**src/rtl/dcd_params.svh**
```systemverilog
/* Channel count, register map, field positions and values, default tune and settle count
   for the DCD calibration controller */
`ifndef DCD_PARAMS_SVH
`define DCD_PARAMS_SVH

// Channels visited, 0 to N-1
`define DCD_NUM_CHANNELS    6

// Register addresses, one set per channel
`define DCD_ADDR_REQUEST    12'h000
`define DCD_ADDR_ID         12'h001
`define DCD_ADDR_CLK_MON    12'h002
`define DCD_ADDR_LST        12'h003
`define DCD_ADDR_TUNE       12'h004

// Bit and field positions in 16-bit registers
`define DCD_REQUEST_BIT     2
`define DCD_ID_TX_BIT       1
`define DCD_CLK_MON_BIT     10
`define DCD_LST_LO          4
`define DCD_LST_HI          7
`define DCD_TUNE_LO         8
`define DCD_TUNE_HI         10

// Field values
`define DCD_LST_ON          4'b1100
`define DCD_LST_OFF         4'b0000
`define DCD_TUNE_DEFAULT    3'd3

// Wait before each comparator sample
`define DCD_SETTLE_CYCLES   4

`endif

```
**src/rtl/dcd_bus_pkg.sv**
```systemverilog
/* Register bus types: opcode and the calibration steps handled by the bus master */
`default_nettype none

package dcd_bus_pkg;

  // Bus operation
  typedef enum logic {
    op_read  = 1'b0,
    op_write = 1'b1
  } dcd_opcode_e;

  // Steps the sequencer hands to the bus master
  typedef enum logic [2:0] {
    check_request = 3'd0,
    check_id      = 3'd1,
    set_clk_mon   = 3'd2,
    clear_clk_mon = 3'd3,
    set_lst       = 3'd4,
    clear_lst     = 3'd5,
    write_tune    = 3'd6
  } dcd_step_e;

endpackage

`default_nettype wire

```
**src/rtl/dcd_cal_pkg.sv**
```systemverilog
/* Calibration types: sequencer states, tune value and channel number */
`default_nettype none

package dcd_cal_pkg;

  // Per-channel sequencer states
  typedef enum logic [3:0] {
    st_idle          = 4'd0,
    st_check_req     = 4'd1,
    st_check_id      = 4'd2,
    st_set_clk_mon   = 4'd3,
    st_set_lst       = 4'd4,
    st_write_tune    = 4'd5,
    st_settle        = 4'd6,
    st_sample        = 4'd7,
    st_clear_clk_mon = 4'd8,
    st_clear_lst     = 4'd9,
    st_next_chan     = 4'd10,
    st_done          = 4'd11
  } dcd_state_e;

  typedef logic [2:0] dcd_tune_t;
  typedef logic [9:0] dcd_chan_t;

endpackage

`default_nettype wire

```
**src/rtl/dcd_step_if.sv**
```systemverilog
/* Register step request from the sequencer to the bus master */
`timescale 1ns/10ps
`default_nettype none

interface dcd_step_if
  import dcd_bus_pkg::*;
  import dcd_cal_pkg::*;
();

  logic      start;
  dcd_step_e step;
  dcd_tune_t tune;
  logic      finished;
  // Valid with finished, check steps only
  logic      check_ok;

  modport sequencer (
    output start, step, tune,
    input  finished, check_ok
  );

  modport master (
    input  start, step, tune,
    output finished, check_ok
  );

endinterface

`default_nettype wire

```
**src/rtl/dcd_tune_if.sv**
```systemverilog
/* Control and result signals between the sequencer and the tune search */
`timescale 1ns/10ps
`default_nettype none

interface dcd_tune_if
  import dcd_cal_pkg::*;
();

  logic      init;
  logic      sample;
  dcd_tune_t tune;
  logic      decided;
  logic      settled;
  dcd_tune_t final_tune;

  modport sequencer (output init, sample, input tune, decided, settled, final_tune);

  modport search (input init, sample, output tune, decided, settled, final_tune);

endinterface

`default_nettype wire

```
**src/rtl/dcd_sequencer.sv**
```systemverilog
/* Per-channel calibration FSM with channel counter, lock and busy outputs */
`timescale 1ns/10ps
`default_nettype none
`include "dcd_params.svh"

module dcd_sequencer
  import dcd_bus_pkg::*;
  import dcd_cal_pkg::*;
(
  input  logic          clk,
  input  logic          reset,
  input  logic          ctrl_chan_err,
  output dcd_chan_t     ctrl_chan,
  output logic          ctrl_lock,
  output logic          user_busy,
  dcd_step_if.sequencer step,
  dcd_tune_if.sequencer tune
);

  dcd_state_e state;
  logic       issued;
  logic       start_q;
  dcd_step_e  step_q;
  dcd_tune_t  tune_q;
  logic       final_write;
  logic [7:0] settle_cnt;
  logic       last_chan;
  logic       skip;

  function automatic dcd_step_e step_for(dcd_state_e s);
    case (s)
      st_check_id:      return check_id;
      st_set_clk_mon:   return set_clk_mon;
      st_set_lst:       return set_lst;
      st_write_tune:    return write_tune;
      st_clear_clk_mon: return clear_clk_mon;
      st_clear_lst:     return clear_lst;
      default:          return check_request;
    endcase
  endfunction

  assign last_chan = (ctrl_chan == dcd_chan_t'(`DCD_NUM_CHANNELS - 1));
  assign skip      = ctrl_chan_err || !step.check_ok;

  assign step.start = start_q;
  assign step.step  = step_q;
  assign step.tune  = tune_q;

  // Search restarts as the test mode write completes
  assign tune.init   = (state == st_set_lst) && issued && step.finished;
  assign tune.sample = (state == st_settle) && (settle_cnt == '0);

  always_ff @(posedge clk or posedge reset) begin
    if (reset) begin
      state       <= st_idle;
      issued      <= 1'b0;
      start_q     <= 1'b0;
      step_q      <= check_request;
      tune_q      <= '0;
      final_write <= 1'b0;
      settle_cnt  <= '0;
      ctrl_chan   <= '0;
      ctrl_lock   <= 1'b0;
      user_busy   <= 1'b1;
    end else begin
      start_q <= 1'b0;
      case (state)
        st_idle: state <= st_check_req;

        st_check_req, st_check_id, st_set_clk_mon, st_set_lst,
        st_write_tune, st_clear_clk_mon, st_clear_lst: begin
          if (!issued) begin
            issued  <= 1'b1;
            start_q <= 1'b1;
            step_q  <= step_for(state);
            tune_q  <= final_write ? tune.final_tune : tune.tune;
            if (state == st_set_clk_mon) begin
              ctrl_lock <= 1'b1;
            end
          end else if (step.finished) begin
            issued <= 1'b0;
            case (state)
              st_check_req:     state <= skip ? st_next_chan : st_check_id;
              st_check_id:      state <= skip ? st_next_chan : st_set_clk_mon;
              st_set_clk_mon:   state <= st_set_lst;
              st_set_lst:       state <= st_write_tune;
              st_write_tune: begin
                final_write <= 1'b0;
                settle_cnt  <= 8'(`DCD_SETTLE_CYCLES - 1);
                state       <= final_write ? st_clear_clk_mon : st_settle;
              end
              st_clear_clk_mon: state <= st_clear_lst;
              default: begin
                ctrl_lock <= 1'b0;
                state     <= st_next_chan;
              end
            endcase
          end
        end

        // Comparator settle time after a tune write
        st_settle: begin
          if (settle_cnt == '0) begin
            state <= st_sample;
          end else begin
            settle_cnt <= settle_cnt - 8'd1;
          end
        end

        st_sample: begin
          if (tune.decided) begin
            final_write <= tune.settled;
            state       <= st_write_tune;
          end
        end

        st_next_chan: begin
          if (last_chan) begin
            user_busy <= 1'b0;
            state     <= st_done;
          end else begin
            ctrl_chan <= ctrl_chan + dcd_chan_t'(1);
            state     <= st_check_req;
          end
        end

        st_done: state <= st_done;

        default: state <= st_idle;
      endcase
    end
  end

endmodule

`default_nettype wire

```
**src/rtl/dcd_tune_search.sv**
```systemverilog
/* Comparator sampling, level change detection and tune sweep */
`timescale 1ns/10ps
`default_nettype none
`include "dcd_params.svh"

module dcd_tune_search
  import dcd_cal_pkg::*;
(
  input  logic        clk,
  input  logic        reset,
  input  logic        lch_atbout,
  dcd_tune_if.search  tune
);

  logic      cmp_q;
  logic      first_q;
  logic      level_q;
  dcd_tune_t tune_q;
  dcd_tune_t prev_q;
  dcd_tune_t final_q;
  logic      decided_q;
  logic      settled_q;
  logic      level;
  logic      at_end;

  assign tune.tune       = tune_q;
  assign tune.decided    = decided_q;
  assign tune.settled    = settled_q;
  assign tune.final_tune = final_q;

  // First sample fixes the sweep direction, high sweeps down
  assign level  = first_q ? cmp_q : level_q;
  assign at_end = level ? (tune_q == dcd_tune_t'(0)) : (tune_q == dcd_tune_t'(7));

  always_ff @(posedge clk or posedge reset) begin
    if (reset) begin
      cmp_q     <= 1'b0;
      first_q   <= 1'b1;
      level_q   <= 1'b0;
      tune_q    <= `DCD_TUNE_DEFAULT;
      prev_q    <= `DCD_TUNE_DEFAULT;
      final_q   <= `DCD_TUNE_DEFAULT;
      decided_q <= 1'b0;
      settled_q <= 1'b0;
    end else begin
      cmp_q     <= lch_atbout;
      decided_q <= 1'b0;
      if (tune.init) begin
        first_q <= 1'b1;
        tune_q  <= `DCD_TUNE_DEFAULT;
        prev_q  <= `DCD_TUNE_DEFAULT;
      end else if (tune.sample) begin
        decided_q <= 1'b1;
        first_q   <= 1'b0;
        level_q   <= level;
        if (!first_q && (cmp_q != level_q)) begin
          // Level changed, go back one step
          settled_q <= 1'b1;
          final_q   <= prev_q;
        end else if (at_end) begin
          settled_q <= 1'b1;
          final_q   <= tune_q;
        end else begin
          settled_q <= 1'b0;
          prev_q    <= tune_q;
          tune_q    <= level ? tune_q - dcd_tune_t'(1) : tune_q + dcd_tune_t'(1);
        end
      end
    end
  end

endmodule

`default_nettype wire

```
**src/rtl/dcd_bus_master.sv**
```systemverilog
/* Read and read-modify-write engine for the register bus */
`timescale 1ns/10ps
`default_nettype none
`include "dcd_params.svh"

module dcd_bus_master
  import dcd_bus_pkg::*;
  import dcd_cal_pkg::*;
(
  input  logic        clk,
  input  logic        reset,
  input  logic        ctrl_done,
  input  logic [15:0] ctrl_rdata,
  output logic        ctrl_go,
  output logic [11:0] ctrl_addr,
  output dcd_opcode_e ctrl_opcode,
  output logic [15:0] ctrl_wdata,
  dcd_step_if.master  step
);

  dcd_step_e cur_step;
  dcd_tune_t cur_tune;
  logic      rd_active;
  logic      wr_arm;
  logic      wr_active;
  logic      finished_q;
  logic      check_ok_q;
  logic      is_check;

  function automatic logic [11:0] addr_of(dcd_step_e s);
    case (s)
      check_request:              return `DCD_ADDR_REQUEST;
      check_id:                   return `DCD_ADDR_ID;
      set_clk_mon, clear_clk_mon: return `DCD_ADDR_CLK_MON;
      set_lst, clear_lst:         return `DCD_ADDR_LST;
      default:                    return `DCD_ADDR_TUNE;
    endcase
  endfunction

  // Replace only the target field of the read data
  function automatic logic [15:0] merge(dcd_step_e s, dcd_tune_t t, logic [15:0] d);
    logic [15:0] w;
    w = d;
    case (s)
      set_clk_mon:   w[`DCD_CLK_MON_BIT] = 1'b1;
      clear_clk_mon: w[`DCD_CLK_MON_BIT] = 1'b0;
      set_lst:       w[`DCD_LST_HI:`DCD_LST_LO] = `DCD_LST_ON;
      clear_lst:     w[`DCD_LST_HI:`DCD_LST_LO] = `DCD_LST_OFF;
      write_tune:    w[`DCD_TUNE_HI:`DCD_TUNE_LO] = t;
      default:       w = d;
    endcase
    return w;
  endfunction

  assign is_check      = (cur_step == check_request) || (cur_step == check_id);
  assign step.finished = finished_q;
  assign step.check_ok = check_ok_q;

  always_ff @(posedge clk) begin
    if (step.start) begin
      cur_step  <= step.step;
      cur_tune  <= step.tune;
      ctrl_addr <= addr_of(step.step);
    end
    if (rd_active && ctrl_done && !is_check) begin
      ctrl_wdata <= merge(cur_step, cur_tune, ctrl_rdata);
    end
  end

  always_ff @(posedge clk or posedge reset) begin
    if (reset) begin
      ctrl_go     <= 1'b0;
      ctrl_opcode <= op_read;
      rd_active   <= 1'b0;
      wr_arm      <= 1'b0;
      wr_active   <= 1'b0;
      finished_q  <= 1'b0;
      check_ok_q  <= 1'b0;
    end else begin
      ctrl_go    <= 1'b0;
      finished_q <= 1'b0;
      if (step.start) begin
        ctrl_opcode <= op_read;
        ctrl_go     <= 1'b1;
        rd_active   <= 1'b1;
      end
      if (rd_active && ctrl_done) begin
        rd_active <= 1'b0;
        if (is_check) begin
          finished_q <= 1'b1;
          check_ok_q <= (cur_step == check_request) ? ctrl_rdata[`DCD_REQUEST_BIT]
                                                    : ctrl_rdata[`DCD_ID_TX_BIT];
        end else begin
          wr_arm <= 1'b1;
        end
      end
      // Write data settles one cycle before its go
      if (wr_arm) begin
        wr_arm      <= 1'b0;
        wr_active   <= 1'b1;
        ctrl_opcode <= op_write;
        ctrl_go     <= 1'b1;
      end
      if (wr_active && ctrl_done) begin
        wr_active  <= 1'b0;
        finished_q <= 1'b1;
      end
    end
  end

endmodule

`default_nettype wire

```
**src/rtl/dcd_calibration_top.sv**
```systemverilog
/* DCD calibration top level, sequencer, tune search and bus master
   joined by the step and tune interfaces */
`timescale 1ns/10ps
`default_nettype none

module dcd_calibration_top
  import dcd_bus_pkg::*;
  import dcd_cal_pkg::*;
(
  input  logic        clk,
  input  logic        reset,
  input  logic        lch_atbout,
  input  logic        ctrl_done,
  input  logic        ctrl_chan_err,
  input  logic [15:0] ctrl_rdata,
  output logic        ctrl_go,
  output logic        ctrl_lock,
  output dcd_chan_t   ctrl_chan,
  output logic [11:0] ctrl_addr,
  output dcd_opcode_e ctrl_opcode,
  output logic [15:0] ctrl_wdata,
  output logic        user_busy
);

  dcd_step_if step_bus ();
  dcd_tune_if tune_bus ();

  dcd_sequencer sequencer_i (
    .clk           (clk),
    .reset         (reset),
    .ctrl_chan_err (ctrl_chan_err),
    .ctrl_chan     (ctrl_chan),
    .ctrl_lock     (ctrl_lock),
    .user_busy     (user_busy),
    .step          (step_bus.sequencer),
    .tune          (tune_bus.sequencer)
  );

  dcd_tune_search tune_search_i (
    .clk        (clk),
    .reset      (reset),
    .lch_atbout (lch_atbout),
    .tune       (tune_bus.search)
  );

  dcd_bus_master bus_master_i (
    .clk         (clk),
    .reset       (reset),
    .ctrl_done   (ctrl_done),
    .ctrl_rdata  (ctrl_rdata),
    .ctrl_go     (ctrl_go),
    .ctrl_addr   (ctrl_addr),
    .ctrl_opcode (ctrl_opcode),
    .ctrl_wdata  (ctrl_wdata),
    .step        (step_bus.master)
  );

endmodule

`default_nettype wire

```
**config.mk**
```make
export PLATFORM = sky130hd
export DESIGN_NAME = dcd_calibration_top
export DESIGN_NICKNAME = d
export VERILOG_FILES = /design/src/rtl/dcd_bus_pkg.sv /design/src/rtl/dcd_cal_pkg.sv /design/src/rtl/dcd_step_if.sv /design/src/rtl/dcd_tune_if.sv /design/src/rtl/dcd_sequencer.sv /design/src/rtl/dcd_tune_search.sv /design/src/rtl/dcd_bus_master.sv /design/src/rtl/dcd_calibration_top.sv
export VERILOG_INCLUDE_DIRS = /design/src /design/src/rtl
export SDC_FILE = /design/constraint.sdc
export NUM_CORES = 1
export LEC_CHECK = 0
export ABC_CLOCK_PERIOD_IN_PS = 4600
export BUFFER_PORTS_ARGS = -buffer_cell sky130_fd_sc_hd__buf_2
export CAP_MARGIN = 15
export CORE_ASPECT_RATIO = 1.2
export CORE_UTILIZATION = 30
export DETAILED_ROUTE_END_ITERATION = 10
export HOLD_SLACK_MARGIN = 0.02
export PLACE_DENSITY = 0.55
export REMOVE_ABC_BUFFERS = 1
export SYNTH_ARGS = -nofsm -noshare
export SYNTH_HDL_FRONTEND = slang
export SYNTH_SLANG_ARGS = --single-unit
```
**constraint.sdc**
```tcl
create_clock -name clk -period 4.6 [get_ports clk]
set_input_delay 0.92 -clock clk [delete_from_list [all_inputs] [get_ports clk]]
set_output_delay 0.92 -clock clk [all_outputs]
set_load 0.01 [all_outputs]
```
Word-level counts from Yosys, hierarchy flattened:

Cells that the tools add are included.
W data, S select, Z words.

* flip-flop bits (word level): 88
* bits in latches: 0
* bits in writable memories: 0
* ROM bits: 0
* bits of input ports: 21
* output and inout bits: 42
* word-level logic and storage cells: 179
* memories: 0

* $add $sub $neg: 4
* $mul: 0
* divide/modulo/power cells: 0
* magnitude comparators: 0
* equality and inequality tests: 35
* shifts and indexed selects: 0
* mux-type cells: 68
* bitwise gates (word level): 3
* reductions and logical operators: 40

Operators by type and width (number)
* $pmux W4 S6: 2
* $mux W3: 12
* $mux W1: 35
* $mux W4: 8
* $mux W8: 4
* $eq A3 B3 Y1 const B: 6
* $pmux W3 S6: 1
* $eq A4 B3 Y1 const B: 4
* $eq A4 B4 Y1 const B: 4
* $pmux W8 S2: 1
* $reduce_bool A2 Y1: 8
* $eq A3 B2 Y1 const B: 4
* $pmux W3 S4: 1
* $add A10 B1 Y10 const B: 1
* $eq A10 B3 Y1 const B: 1
* $ne A2 B1 Y1 const B: 5
* $ne A2 B2 Y1 const B: 5
* $reduce_and A2 Y1: 5
* $reduce_and A5 Y1: 2
* $logic_not A3 Y1: 3
* $eq A4 B2 Y1 const B: 2
* $logic_not A8 Y1: 1
* $pmux W4 S2: 1
* $reduce_and A4 Y1: 2
* 18 further kinds: 32

Depth between registers and ports, before layout:

* depth after elaboration: 7
* depth in mapped cells: 8
* mapped depth without buffers: 7

By module:

From an unflattened synthesis, not the netlist that was laid out.

* cells, all modules: 328
* area, all modules: 3758.6 sq um

By module, submodules not included
* dcd_sequencer: instances 1, cells each 196, area each 1883.1 sq um, sequential area each 827.0 sq um
* dcd_bus_master: instances 1, cells each 76, area each 1196.1 sq um, sequential area each 925.9 sq um
* dcd_tune_search: instances 1, cells each 56, area each 679.4 sq um, sequential area each 359.1 sq um

Least setup slack after synthesis:

OpenSTA, ideal clock, no wires.

* path kind: in2reg
* start point: in ctrl_done
* end point: reg bus_master_i.ctrl_wdata[0] (enable)
* library setup time: 0.388 ns
* arrival time: 1.694 ns
* data required time: 4.212 ns
* path slack: 2.518 ns
* stages: 2
* buffers on the path: 0
* cell sequence: nand2_1 > nor2_1

* longest elaborated chain between the ends: 2

RTL lines
* from (decl): line dcd_calibration_top.sv:13 `input logic ctrl_done,`
* $logic_and A1 B1 Y1 (2 in a row): line dcd_bus_master.sv:65 `if (rd_active && ctrl_done && !is_check) begin`
* to (signal assigned): line dcd_bus_master.sv:66 `ctrl_wdata <= merge(cur_step, cur_tune, ctrl_rdata);`
* to (decl): line dcd_bus_master.sv:17 `output logic [15:0] ctrl_wdata,`

No other way between the ends.
A chain may end at the register's enable or synchronous reset.

Final worst setup path:

* start point: reg sequencer_i.state[2]
* end point: reg tune_search_i.tune_q[2], in the netlist tune_search_i.tune.tune[2]

* longest elaborated chain between the ends: 5
* elaborated cells between the ends (all ways): 10
* those cells by class: eq/ne (4); mux (1); reduce/logical (5)

RTL lines
* from (decl): line dcd_sequencer.sv:20 `dcd_state_e state;`
* from (signal assigned): line dcd_sequencer.sv:55 `state <= st_idle;`
* from (signal assigned): line dcd_sequencer.sv:68 `st_idle: state <= st_check_req;`
* from (signal assigned): line dcd_sequencer.sv:83 `st_check_req: state <= skip ? st_next_chan : st_check_id;`
* $eq A4 B3 Y1: line dcd_sequencer.sv:50 `assign tune.init = (state == st_set_lst) && issued && step.finished;`
* $logic_and A1 B1 Y1 (2 in a row): line dcd_sequencer.sv:50
* $ne A2 B2 Y1 (no source line) / $reduce_bool A2 Y1 (equally long branches)
* $reduce_and A3 Y1 (no source line)
* to (signal assigned): line dcd_tune_search.sv:40 `` tune_q <= `DCD_TUNE_DEFAULT; ``
* to (signal assigned): line dcd_tune_search.sv:50 `` tune_q <= `DCD_TUNE_DEFAULT; ``
* to (signal assigned): line dcd_tune_search.sv:66 `tune_q <= level ? tune_q - dcd_tune_t'(1) : tune_q + dcd_tune_t'(1);`
* to (decl): line dcd_tune_search.sv:18 `dcd_tune_t tune_q;`

Parallel ways exist; a longest one is shown, timed or not.

==> results.md <==
- The flow ran to the end, and the final reports show no timing, DRC or antenna violations.
- Setup repair after global routing left no endpoint under its margin.
- Summed over all nets, the switching power comes to ~0.85 mW.
- Of the total power, the clock network draws 0.280.
- Data on the critical path is required at its endpoint by just under 5000 ps.
- The HPWL after detailed placement is 5040 um.
- The total vias in the final route is 2,705.
- The class of the tightest hold or removal check is reg2reg.
- In the synthesized netlist the async set-or-reset flop fraction comes to 0.684.
- The worst slew margin relative to its limit is 0.540.
- Summed over all layers, the routed wires come to 7130 um.
- The synthesized area per cell is about 11 sq um.
- The max-capacitance violation count is 0.
- The via count of the first global-routing pass is 2,659.
- The die span in x is 105 um.
- For this design the static power due to leakage is 1.92 nW.
- The final hold violation count is 0.
- The number of clock buffers added by TritonCTS is 9.
- The worst-case clock buffer depth is 2.
- The startpoint-to-endpoint class of the critical path is reg2reg.
- The internal power summed over all cells is 1.64 mW.
- From synthesis to final layout, the design area changed by 16.9%.
- The clock-pin slew reported for the worst setup and hold paths after clock tree synthesis is 60 ps.
- The count of nets after finishing is 422.
- The worst setup path is captured at a register.
- Data on the critical path arrives at its endpoint at 2480 ps.
- The flop and latch count out of synthesis is between 70 and 80.
- Hold repair after CTS inserted 0 buffers.
- The detailed-route DRC error count is 0.
- The worst path needs approximately 2300 ps of the cycle, external delays included.
- The final setup violation count is 0.
- The H-tree was split into 3 levels.
- In the final routed layout, each cell accounts on average for around 13 um.
- Yosys mapped the design onto between 60 and 70 distinct sky130hd cell types.
- The power density over the cells is 557 mW/mm^2.
- Among all flip-flop cells after synthesis, the most frequent one is dfrtp_1.
- STA classifies the critical path startpoint as a register.
- For this configuration, the core starts out at a cell density of 0.311.
- In this run, post-CTS repair resized a total of 0 instances.
- The initial antenna violation count is 0.
- The number of routed nets with antenna violations is 0.
- The first global-routing pass estimated 12,500 um of wire.
- The layout cell share with drive strength beyond 1 is 0.238.
- The biggest fanout along the worst timing path is 21.
- Of the total power, combinational logic draws 0.266.
- The number of iterations in the first detailed-routing pass is 4.
- The ratio of final minimum period to clock period is 0.492.
- The number of pins with negative max-slew slack in the final report was 0.
- The die footprint is between 0.01 and 0.015 sq mm.
- For this run, the number of Yosys warnings is 0.
- The cell area after synthesis is 0.00382 sq mm.
- The share of synthesized area occupied by flip-flops and latches is 0.553.
- The total area inside the core boundary comes to 0.0123 sq mm.
- In the global route stage, overall resource usage came out at 0.118.
- between 60 and 70 I/O pins were placed.
- Adding up every negative setup slack in the final design gives 0 ps.
- The number of antenna diodes in the final layout is 0.
- The congestion estimate from routability-driven global placement came to about 0.78.
- Dividing the detail-routed via count by the number of cells gives 4.83.
- The maximum achievable frequency is ~440 MHz.
- For the worst-skew pair, the clock arrives at the later sink with an insertion delay of 340 ps.
- CTS placed an instance of clkbuf_16 at the clock tree root.
- At the pin with the least slew margin, the transition time is ~690 ps.
- The peak ir drop on the vdd network is 0.195 mV.
- The count of buffers from port buffering is 53.
- The pin count of the biggest net entering global routing is 55.
- For this run the aggregate overflow at the end of global routing stands at 0.
- The count of flip-flops with a built-in enable after synthesis is 25.
- The y dimension of the die is 126 um.
- The number of sinks handled by clock tree synthesis is 79.
- In the synthesized netlist, the number of instances is 339.
- The initial DRC count is 92.
- In this run the post-CTS setup repair buffer count came out at 0.
- The clock arrives with 8.88 ps of skew.
- TritonCTS built the clock tree.
- In this run the core area contains 44 standard-cell rows.
- Of the total power, registers draw 0.454.
- The fraction of power spent switching nets is 0.342.
- At the end of the flow the core is filled with cells to 0.364.
## final timing paths
kind,slack [ps],to,start,cells after the start
worst max-delay path,2340,tune_search_i.tune.tune[2],sequencer_i.state[2],5
worst min-delay path,450,bus_master_i.cur_tune[1],sequencer_i.step.tune[1],0
worst max register to register,2340,tune_search_i.tune.tune[2],sequencer_i.state[2],5
worst min register to register,450,bus_master_i.cur_tune[1],sequencer_i.step.tune[1],0
max in group asynchronous,3370,sequencer_i.ctrl_chan[8],reset,3
min in group asynchronous,770,sequencer_i.settle_cnt[0],reset,3
## critical path, stage by stage, from the launching register on
cell,delay [ps]
dfrtp_1,760
and4bb_4,420
nand3_2,170
nor2_2,420
nor2_1,80
a211o_1,300
## synthesized netlist by cell type, types with 3 or more instances
cell type   n  share of area
clkbuf_8    5          0.018
a31oi_1     5         0.0082
nand2_1    24          0.024
nand3_1     6         0.0079
nand2b_1    4         0.0065
ha_1        6          0.020
inv_1      16          0.016
nor2b_1     3         0.0049
o22ai_1     4         0.0065
xnor2_1    10          0.023
o21ai_1     9          0.012
mux2i_1     9          0.024
a21oi_1    23          0.030
a21o_1      3         0.0059
dfrtp_1    46           0.30
nor2_1     30          0.029
nor3_1     10          0.013
edfxtp_1   25           0.20
nand4_1     3         0.0049
a21boi_0    3         0.0059
buf_4      11          0.022
o21ai_0    14          0.018
dfstp_2     8          0.055
and3_1      4         0.0065
nor4_1      3         0.0049
## sequential cells by signal (all words and copies together), names as in the netlist, 4 cells and up
name and flops:
sequencer_i.state 4, sequencer_i.ctrl_chan 10, bus_master_i.ctrl_wdata 16, sequencer_i.settle_cnt 8
## cells in the final DEF, fill, tap and decap left out, types with 3 or more instances in the layout
| cell type | count |
|---|---|
| buf_2 | 53 |
| dfrtp_1 | 46 |
| nor2_1 | 30 |
| edfxtp_1 | 25 |
| nand2_1 | 24 |
| a21oi_1 | 23 |
| inv_1 | 15 |
| o21ai_0 | 14 |
| nor3_1 | 10 |
| xnor2_1 | 10 |
| clkbuf_16 | 10 |
| o21ai_1 | 9 |
| mux2i_1 | 9 |
| conb_1 | 9 |
| dfstp_2 | 8 |
| nand3_1 | 6 |
| ha_1 | 6 |
| a31oi_1 | 5 |
| and3_1 | 4 |
| nand2b_1 | 4 |
| o22ai_1 | 4 |
| nor2b_1 | 3 |
| nor4_1 | 3 |
| a21o_1 | 3 |
| nand4_1 | 3 |
| a21boi_0 | 3 |
## power by group through the flow
| stage | logic [mW] | registers, mW | clock network (mW) |
|---|---|---|---|
| floorplan | 0.499 | 1.11 | 0 |
| global placement | 0.647 | 1.14 | 0 |
| detailed placement | 0.662 | 1.15 | 0 |
| CTS | 0.665 | 1.13 | 0.718 |
| global route | 0.754 | 1.17 | 0.742 |
| finish | 0.661 | 1.13 | 0.697 |
## through the flow
stage / total power, mW / cells / setup slack (ps) / hold slack (ps) / area (sq um)
6_report: 2.49 / 560 / 2340 / 450 / 4470
2_1_floorplan: 1.60 / 328 / 2380 / 426 / 3680
3_5_place_dp: 1.81 / 543 / 2110 / 438 / 4160
3_3_place_gp: 1.78 / 543 / 2160 / 435 / 4160
4_1_cts: 2.52 / 559 / 2380 / 452 / 4460
5_1_grt: 2.66 / 560 / 2100 / 465 / 4470
## per-layer routing
layer,vias up,wire [um],GRT usage
li1,1324,-,-
met1,1305,3220,0.140
met4,0,108,0.0530
met3,7,304,0.0311
met2,69,3490,0.201
met5,-,0,0
## area by class of cell
class | count | area (sq um)
fill | 1210 | 7810
tap | 161 | 201
clock buffer | 11 | 264
sequential | 79 | 2110
multi-input combinational | 233 | 1510
timing repair buffer | 55 | 284
clock inverter | 5 | 36.3
inverter | 16 | 60.1
## cell families (layout without fill, tap and decap cells)
logic type,count (synthesis),after routing,share of synthesized area
AO/OA/AOI/OAI,83,83,0.144
XOR/XNOR,12,12,0.0275
adder cells (fa/ha/maj),7,7,0.0249
buffers and inverters,35,87,0.0602
flip-flops,79,79,0.553
multiplexers,12,12,0.0324
other,1,9,0.000981
AND/OR/NAND/NOR,110,110,0.157
Power figures use the tool's default switching activity.
